`config.mk`:
```
export PLATFORM = sky130hd
export DESIGN_NAME = hc_adder_top
export DESIGN_NICKNAME = d
export VERILOG_FILES = /design/src/hw/hc_adder_pkg.sv /design/src/hw/han_carlson_tree.sv /design/src/hw/prefix_adder.sv /design/src/hw/apb_operand_regs.sv /design/src/hw/result_regs.sv /design/src/hw/hc_adder_top.sv
export SDC_FILE = /design/constraint.sdc
export NUM_CORES = 1
export LEC_CHECK = 0
export ABC_AREA = 1
export BUFFER_PORTS_ARGS = -buffer_cell sky130_fd_sc_hd__buf_2
export CELL_PAD_IN_SITES_DETAIL_PLACEMENT = 0
export CELL_PAD_IN_SITES_GLOBAL_PLACEMENT = 1
export CORE_MARGIN = 1.5
export CORE_UTILIZATION = 47
export CTS_CLUSTER_SIZE = 40
export DETAILED_ROUTE_END_ITERATION = 8
export GPL_ROUTABILITY_DRIVEN = 0
export PLACE_DENSITY = 0.93
export SETUP_SLACK_MARGIN = 0.1
export SYNTH_ARGS = -nofsm -noshare
export SYNTH_HDL_FRONTEND = slang
export SYNTH_HIERARCHICAL = 1
export SYNTH_SLANG_ARGS = --single-unit
```
`constraint.sdc`:
```
create_clock -name pclk -period 5.2 [get_ports pclk]
set_input_delay 0.52 -clock pclk [delete_from_list [all_inputs] [get_ports pclk]]
set_output_delay 0.52 -clock pclk [all_outputs]
set_load 0.02 [all_outputs]
```
`src/hw/hc_adder_pkg.sv`:
```
// Adder peripheral definitions

package hc_adder_pkg;

	// Datapath and bus widths
	localparam int unsigned WORD_W = 24;
	localparam int unsigned ADDR_W = 5;
	localparam int unsigned CTRL_W = 3;

	// Kogge-Stone stages over the odd positions
	localparam int unsigned TREE_LEVELS = $clog2(WORD_W);

	typedef logic [WORD_W-1:0] word_t;
	typedef logic [ADDR_W-1:0] addr_t;

	// Register map, byte offsets
	localparam addr_t ADDR_A      = 5'h00;
	localparam addr_t ADDR_B      = 5'h04;
	localparam addr_t ADDR_CTRL   = 5'h08;
	localparam addr_t ADDR_RESULT = 5'h0c;
	localparam addr_t ADDR_STATUS = 5'h10;

	// Control word bits
	localparam int unsigned CTRL_GO  = 0;
	localparam int unsigned CTRL_SUB = 1;
	localparam int unsigned CTRL_CIN = 2;

	// Status word bits
	localparam int unsigned STAT_DONE  = 0;
	localparam int unsigned STAT_CARRY = 1;
	localparam int unsigned STAT_OVF   = 2;
	localparam int unsigned STAT_ZERO  = 3;

	// Launch sequencing
	typedef enum logic [1:0] {
		IDLE   = 2'd0,
		LAUNCH = 2'd1,
		BUSY   = 2'd2
	} launch_state_t;

endpackage

```
`src/hw/han_carlson_tree.sv`:
```
// Han-Carlson prefix network

`timescale 1ns/1ps

module han_carlson_tree (
	input  hc_adder_pkg::word_t      gen,
	input  hc_adder_pkg::word_t      prop,
	output wire hc_adder_pkg::word_t carry
);

	import hc_adder_pkg::*;

	// Group generate/propagate after each level, level 0 is the input
	wire word_t g_st [0:TREE_LEVELS];
	wire word_t p_st [0:TREE_LEVELS];

	genvar lvl, i;

	assign g_st[0] = gen;
	assign p_st[0] = prop;

	// Odd positions combine with the node 2**(lvl-1) below
	// Even positions and odd ones already reaching bit 0 pass through
	for (lvl = 1; lvl <= TREE_LEVELS; lvl++) begin : g_level
		for (i = 0; i < WORD_W; i++) begin : g_bit
			if ((i % 2 == 1) && (i >= (1 << (lvl - 1)))) begin : g_cell
				assign g_st[lvl][i] = g_st[lvl-1][i]
					| (p_st[lvl-1][i] & g_st[lvl-1][i - (1 << (lvl - 1))]);
				assign p_st[lvl][i] = p_st[lvl-1][i]
					& p_st[lvl-1][i - (1 << (lvl - 1))];
			end else begin : g_pass
				assign g_st[lvl][i] = g_st[lvl-1][i];
				assign p_st[lvl][i] = p_st[lvl-1][i];
			end
		end
	end

	// Extra grey stage, each even bit takes its odd neighbour below
	for (i = 0; i < WORD_W; i++) begin : g_post
		if ((i % 2 == 0) && (i > 0)) begin : g_grey
			assign carry[i] = g_st[TREE_LEVELS][i]
				| (p_st[TREE_LEVELS][i] & g_st[TREE_LEVELS][i-1]);
		end else begin : g_done
			// Bit 0 and odd bits already span down to 0
			assign carry[i] = g_st[TREE_LEVELS][i];
		end
	end

endmodule

```
`src/hw/prefix_adder.sv`:
```
// Registered prefix add/subtract

`timescale 1ns/1ps

module prefix_adder (
	input  logic                pclk,
	input  logic                rst_n,
	input  logic                start,
	input  hc_adder_pkg::word_t op_a,
	input  hc_adder_pkg::word_t op_b,
	input  logic                sub,
	input  logic                cin,
	output logic                res_valid,
	output hc_adder_pkg::word_t res_sum,
	output logic                res_carry,
	output logic                res_ovf,
	output logic                res_zero
);

	import hc_adder_pkg::*;

	word_t b_eff;
	word_t prop;
	word_t gen;
	word_t carry;
	word_t sum_d;
	logic  c_in;
	logic  ovf_d;

	// Subtract is A + ~B + 1
	assign b_eff = sub ? ~op_b : op_b;
	assign c_in  = sub | cin;

	assign prop = op_a ^ b_eff;
	// Carry-in folded into the bit 0 generate
	assign gen  = (op_a & b_eff) | word_t'(prop[0] & c_in);

	han_carlson_tree i_tree (
		.gen   (gen),
		.prop  (prop),
		.carry (carry)
	);

	assign sum_d = prop ^ {carry[WORD_W-2:0], c_in};

	// Operand signs agree but the sum sign differs
	assign ovf_d = (op_a[WORD_W-1] == b_eff[WORD_W-1]) && (sum_d[WORD_W-1] != op_a[WORD_W-1]);

	always_ff @(posedge pclk or negedge rst_n) begin
		if (!rst_n) begin
			res_valid <= 1'b0;
		end else begin
			res_valid <= start;
		end
	end

	always_ff @(posedge pclk or negedge rst_n) begin
		if (!rst_n) begin
			res_sum   <= '0;
			res_carry <= 1'b0;
			res_ovf   <= 1'b0;
			res_zero  <= 1'b0;
		end else if (start) begin
			res_sum   <= sum_d;
			res_carry <= carry[WORD_W-1];
			res_ovf   <= ovf_d;
			res_zero  <= (sum_d == '0);
		end
	end

	// Tree output against a plain adder, one cycle after start
	a_result_follows_start: assert property (
		@(posedge pclk) disable iff (!rst_n)
		start |=> (res_valid
			&& ({res_carry, res_sum} == $past({1'b0, op_a} + {1'b0, b_eff} + c_in)))
	);

endmodule

```
`src/hw/apb_operand_regs.sv`:
```
// APB operand and control registers

`timescale 1ns/1ps

module apb_operand_regs (
	input  logic                                pclk,
	input  logic                                rst_n,
	input  logic                                psel,
	input  logic                                penable,
	input  logic                                pwrite,
	input  hc_adder_pkg::addr_t                 paddr,
	input  logic [31:0]                         pwdata,
	output hc_adder_pkg::word_t                 op_a,
	output hc_adder_pkg::word_t                 op_b,
	output logic                                sub,
	output logic                                cin,
	output logic                                start,
	output logic                                launch,
	output logic [hc_adder_pkg::CTRL_W-1:0]     reg_ctrl,
	output logic                                wr_err
);

	import hc_adder_pkg::*;

	launch_state_t state;
	launch_state_t state_nxt;
	logic          wr_acc;
	logic          addr_ok;
	logic          go_wr;

	assign wr_acc  = psel && penable && pwrite;
	assign addr_ok = (paddr == ADDR_A) || (paddr == ADDR_B) || (paddr == ADDR_CTRL);
	assign wr_err  = wr_acc && !addr_ok;
	assign go_wr   = wr_acc && (paddr == ADDR_CTRL) && pwdata[CTRL_GO];

	always_ff @(posedge pclk or negedge rst_n) begin
		if (!rst_n) begin
			op_a     <= '0;
			op_b     <= '0;
			reg_ctrl <= '0;
		end else begin
			// Go reads back for one cycle only
			reg_ctrl[CTRL_GO] <= go_wr;
			if (wr_acc) begin
				case (paddr)
					ADDR_A: op_a <= pwdata[WORD_W-1:0];
					ADDR_B: op_b <= pwdata[WORD_W-1:0];
					ADDR_CTRL: begin
						reg_ctrl[CTRL_SUB] <= pwdata[CTRL_SUB];
						reg_ctrl[CTRL_CIN] <= pwdata[CTRL_CIN];
					end
					default: ;
				endcase
			end
		end
	end

	assign sub = reg_ctrl[CTRL_SUB];
	assign cin = reg_ctrl[CTRL_CIN];

	// A fresh go-write restarts from any state
	always_comb begin
		state_nxt = state;
		case (state)
			IDLE:    state_nxt = IDLE;
			LAUNCH:  state_nxt = BUSY;
			BUSY:    state_nxt = IDLE;
			default: state_nxt = IDLE;
		endcase
		if (go_wr) begin
			state_nxt = LAUNCH;
		end
	end

	always_ff @(posedge pclk or negedge rst_n) begin
		if (!rst_n) begin
			state <= IDLE;
		end else begin
			state <= state_nxt;
		end
	end

	assign start  = (state == LAUNCH);
	assign launch = (state == LAUNCH);

	// Every start comes from a go-write on the bus one cycle before
	a_start_needs_go: assert property (
		@(posedge pclk) disable iff (!rst_n)
		start |-> $past(psel && penable && pwrite && (paddr == ADDR_CTRL) && pwdata[CTRL_GO])
	);

	// Rejected write leaves operands and control untouched
	a_wr_err_no_update: assert property (
		@(posedge pclk) disable iff (!rst_n)
		wr_err |=> ($stable(op_a) && $stable(op_b) && $stable(reg_ctrl[CTRL_CIN:CTRL_SUB]))
	);

endmodule

```
`src/hw/result_regs.sv`:
```
// Result capture and APB readback

`timescale 1ns/1ps

module result_regs (
	input  logic                            pclk,
	input  logic                            rst_n,
	input  logic                            psel,
	input  logic                            penable,
	input  logic                            pwrite,
	input  hc_adder_pkg::addr_t             paddr,
	input  logic                            res_valid,
	input  hc_adder_pkg::word_t             res_sum,
	input  logic                            res_carry,
	input  logic                            res_ovf,
	input  logic                            res_zero,
	input  logic                            launch,
	input  hc_adder_pkg::word_t             reg_a,
	input  hc_adder_pkg::word_t             reg_b,
	input  logic [hc_adder_pkg::CTRL_W-1:0] reg_ctrl,
	input  logic                            wr_err,
	output logic [31:0]                     prdata,
	output logic                            pready,
	output logic                            pslverr
);

	import hc_adder_pkg::*;

	word_t       result;
	logic        carry_q;
	logic        ovf_q;
	logic        zero_q;
	logic        done;
	logic [31:0] status;
	logic [31:0] rd_data;
	logic        addr_hit;
	logic        rd_acc;
	logic        rd_err;

	always_ff @(posedge pclk or negedge rst_n) begin
		if (!rst_n) begin
			result  <= '0;
			carry_q <= 1'b0;
			ovf_q   <= 1'b0;
			zero_q  <= 1'b0;
		end else if (res_valid) begin
			result  <= res_sum;
			carry_q <= res_carry;
			ovf_q   <= res_ovf;
			zero_q  <= res_zero;
		end
	end

	// New launch wins over a result still in flight
	always_ff @(posedge pclk or negedge rst_n) begin
		if (!rst_n) begin
			done <= 1'b0;
		end else if (launch) begin
			done <= 1'b0;
		end else if (res_valid) begin
			done <= 1'b1;
		end
	end

	always_comb begin
		status             = '0;
		status[STAT_DONE]  = done;
		status[STAT_CARRY] = carry_q;
		status[STAT_OVF]   = ovf_q;
		status[STAT_ZERO]  = zero_q;
	end

	assign rd_acc = psel && penable && !pwrite;

	always_comb begin
		rd_data  = '0;
		addr_hit = 1'b1;
		case (paddr)
			ADDR_A:      rd_data = 32'(reg_a);
			ADDR_B:      rd_data = 32'(reg_b);
			ADDR_CTRL:   rd_data = 32'(reg_ctrl);
			ADDR_RESULT: rd_data = 32'(result);
			ADDR_STATUS: rd_data = status;
			default:     addr_hit = 1'b0;
		endcase
	end

	assign prdata  = rd_acc ? rd_data : '0;
	assign rd_err  = rd_acc && !addr_hit;
	// Write errors are decoded on the operand side
	assign pslverr = pwrite ? wr_err : rd_err;
	assign pready  = 1'b1;

	// Done rises two cycles after the launch that produced it
	a_done_after_valid: assert property (
		@(posedge pclk) disable iff (!rst_n)
		$rose(done) |-> ($past(res_valid) && $past(launch, 2))
	);

endmodule

```
`src/hw/hc_adder_top.sv`:
```
// Han-Carlson adder APB peripheral

`timescale 1ns/1ps

module hc_adder_top (
	input  logic                pclk,
	input  logic                rst_n,
	input  logic                psel,
	input  logic                penable,
	input  logic                pwrite,
	input  hc_adder_pkg::addr_t paddr,
	input  logic [31:0]         pwdata,
	output logic [31:0]         prdata,
	output logic                pready,
	output logic                pslverr
);

	import hc_adder_pkg::*;

	word_t             op_a;
	word_t             op_b;
	logic              sub;
	logic              cin;
	logic              start;
	logic              launch;
	logic [CTRL_W-1:0] reg_ctrl;
	logic              wr_err;
	logic              res_valid;
	word_t             res_sum;
	logic              res_carry;
	logic              res_ovf;
	logic              res_zero;

	apb_operand_regs i_operand_regs (
		.pclk     (pclk),
		.rst_n    (rst_n),
		.psel     (psel),
		.penable  (penable),
		.pwrite   (pwrite),
		.paddr    (paddr),
		.pwdata   (pwdata),
		.op_a     (op_a),
		.op_b     (op_b),
		.sub      (sub),
		.cin      (cin),
		.start    (start),
		.launch   (launch),
		.reg_ctrl (reg_ctrl),
		.wr_err   (wr_err)
	);

	prefix_adder i_adder (
		.pclk      (pclk),
		.rst_n     (rst_n),
		.start     (start),
		.op_a      (op_a),
		.op_b      (op_b),
		.sub       (sub),
		.cin       (cin),
		.res_valid (res_valid),
		.res_sum   (res_sum),
		.res_carry (res_carry),
		.res_ovf   (res_ovf),
		.res_zero  (res_zero)
	);

	result_regs i_result_regs (
		.pclk      (pclk),
		.rst_n     (rst_n),
		.psel      (psel),
		.penable   (penable),
		.pwrite    (pwrite),
		.paddr     (paddr),
		.res_valid (res_valid),
		.res_sum   (res_sum),
		.res_carry (res_carry),
		.res_ovf   (res_ovf),
		.res_zero  (res_zero),
		.launch    (launch),
		.reg_a     (op_a),
		.reg_b     (op_b),
		.reg_ctrl  (reg_ctrl),
		.wr_err    (wr_err),
		.prdata    (prdata),
		.pready    (pready),
		.pslverr   (pslverr)
	);

endmodule

```
==> key figures <==
STA
  – Relative slew margins: 33.23%
  – Final setup violation count: 0
  – TNS Setup: 0 ns
  – Slew at the pin closest to its max-slew limit: 0.9954 ns
  – Final Hold Viols: 0
  – RSZ-0062 raised after global routing: false
  – Crit path time final: ~3.3 ns
  – Period Utilization, post-route: 62.58%
  – Max Clock Freq: 307.3 MHz
  – Worst Skew: 0.008515 ns
  – Max Slew Vio Count: 0

Placed design
  – DP Wirelength: 12.41 mm
  – Port-buffer cells: 58

Worst setup path
  – Buf+Inv Stages, Crit Path: 2
  – Crit-path max cell delay: 0.87 ns
  – Crit-path max FO: 14
  – CP required: 5.50 ns
  – Top Family by Delay on Critical Path: simple AND/OR/NAND/NOR gates
  – CP cell instances: buf_4, xor2_1, ha_1, nand2_1, inv_1, nand2_1, nand2_1, a21oi_1, nand3_2, nand2_1, nand2_1, nand2_1, nand2_1, nor2_1, nand2_1, nor2_1, nand3_1, nand2_1
  – Crit path launch: i_operand_regs/reg_ctrl[1]
  – CP startpoint kind: flip-flop
  – Crit path DAT: around 3.6 ns
  – Setup CP Type: flip-flop to flip-flop
  – CP max stage cell: dfrtp_1
  – Reg-to-reg critical path startpoint: i_operand_regs/reg_ctrl[1]
  – CP Capture Type: flip-flop
  – Critical path's most frequent cell: nand2_1

Global route
  – First-pass GRT wire length: about 32 mm
  – Initial antenna violation count: 0
  – Overflow after GRT: 0
  – Largest net degree at the start of global routing: 68
  – Global Route Usage Sum: 25.34%
  – Vias in the first global route: approximately 6000

Power
  – Peak supply drop: 0.1674 mV
  – Comb pwr share: 19.5%
  – Clock share of power: 34.4%
  – Flop pwr share: between 40% and 50%
  – Leakage: 4.542 nW
  – PwrDens: 265.2 nW/µm²
  – Psw: 0.6294 mW
  – Sw Ratio: between 30% and 40%
  – Power Internal: 1.395 mW

Drt
  – WL/cell: roughly 16 µm
  – DRC: 3
  – Detail Route Antenna Nets: 0
  – Total routed wirelength: 19.16 mm
  – Vias: 6393
  – DR vias/cell: 5.236
  – TritonRoute pass-1 iters: 9
  – Iteration-0 DRC count of the detailed router: 585

Flow run
  – Max-cap violations: 0

Die
  – Initial core utilization: between 40% and 50%
  – Die height: 126.0 µm
  – Die Footprint: 15880 µm²
  – CORE AREA: 14640 µm²
  – Width of the die: roughly 130 µm
  – IO Pins: 76
  – Core Rows: 44

Clock tree
  – Post-CTS Hold Buffers: 0
  – Setup repair bufs after CTS: 0
  – H-tree Lvls: 3
  – CTS clock-pin slew for the worst setup and hold paths: 0.07 ns
  – TritonCTS clock tree: built
  – Clock Tree Buf Depth: 2
  – CTS Sinks: ~110
  – Clk_lat worst skew: around 0.35 ns
  – CTS Buf Count: 9
  – Post-CTS resize count: 0
  – Root buf cell: clkbuf_16

Cells and area
  – Fin util: 52.13%
  – Diodes inserted: 0
  – Multi-input logic area: 3610 µm²
  – Commonest non-fill, non-tap cells in the layout: nand2_1 (415), inv_1 (114), dfrtp_1 (108)
  – Final net count: 1098
  – Commonest non-fill, non-tap cell in the layout: nand2_1
  – Synthesis-to-layout area growth: 7.336%
  – Sequential cell area: 2703 µm²
  – Share of post-route cells with drive strength above 1: 12.05%
  – Fill count: 1490

Status
  – Status: finished with violations
  – Failing checks: design-rule violations

Logic synthesis
  – Syn_area_per_cell: 7.076 µm²
  – Synth Instances: 1005
  – Synth Cell Area: 7112 µm²
  – Synth Warn #: 6

Hold path
  – Hold Path Class: primary input to async pin
==> routing by layer <==
| layer | vias up | part of all wire (%) | GRT usage (%) |
|---|---|---|---|
| met1 | 3018 | 48 | 36.77 |
| met3 | 25 | 5.0 | 3.483 |
| li1 | 3174 | - | - |
| met2 | 176 | 45 | 39.72 |
| met4 | 0 | 1.8 | 7.235 |
| met5 | - | 0 | 0 |
==> state kept, by name, summed over array words and instances, names as in the netlist, 2 cells and up <==
| name | flops |
|---|---|
| i_operand_regs/op_a | 24 |
| i_operand_regs/reg_ctrl | 2 |
| i_result_regs/result | 24 |
| i_operand_regs/op_b | 24 |
| i_adder/res_sum | 24 |
| i_operand_regs/state | 2 |
==> worst paths after layout <==
path	cells past startpoint	endpoint	slack (ns)
hold reg to reg	2	i_result_regs/result[13]	0.47
hold / removal	1	i_operand_regs/op_a[0]	0.27
setup reg to reg	18	i_adder/res_zero	1.95
min in group pclk	3	i_operand_regs/op_a[6]	0.38
setup / recovery	18	i_adder/res_zero	1.95
max in group asynchronous	2	i_adder/res_sum[15]	3.85
==> power groups by stage <==
| stage | clock network [mW] | logic [mW] | registers [mW] |
|---|---|---|---|
| finish | 0.696 | 0.395 | 0.934 |
| global route | 0.746 | 0.454 | 0.940 |
| CTS | 0.712 | 0.396 | 0.933 |
| detailed placement | 0 | 0.394 | 0.949 |
| global placement | 0 | 0.389 | 0.948 |
| floorplan | 0 | 0.303 | 0.933 |
==> worst reg2reg max path, cell delays in order, from the launching register on <==
cell and delay [ns]:
dfrtp_1 0.87, buf_4 0.42, xor2_1 0.23, ha_1 0.30
nand2_1 0.15, inv_1 0.07, nand2_1 0.06, nand2_1 0.08
a21oi_1 0.16, nand3_2 0.15, nand2_1 0.09, nand2_1 0.09
nand2_1 0.10, nand2_1 0.07, nor2_1 0.08, nand2_1 0.05
nor2_1 0.10, nand3_1 0.08, nand2_1 0.06
==> through the flow <==
step | setup WS (ns) | instances | hold slack [ns] | area [µm²] | total power, mW
floorplan | 2.812 | 1012 | 0.2244 | 7138 | 1.236
finish | 1.946 | 1221 | 0.2651 | 7634 | 2.025
global placement | 2.020 | 1205 | 0.4551 | 7338 | 1.337
detailed placement | 2.017 | 1205 | 0.4582 | 7338 | 1.342
CTS | 1.982 | 1221 | 0.3159 | 7634 | 2.041
global route | 1.631 | 1221 | 0.3390 | 7634 | 2.140
==> layout make-up <==
| cell class | count | area share, % |
|---|---|---|
| clock buffer | 11 | 3.049 |
| clock inverter | 5 | 0.8195 |
| inverter | 122 | 5.999 |
| multi-input combinational | 727 | 47.29 |
| sequential | 108 | 35.40 |
| tap | 184 | 3.016 |
| timing repair buffer | 64 | 4.426 |
Note: power is estimated with default switching activity, not from simulation.
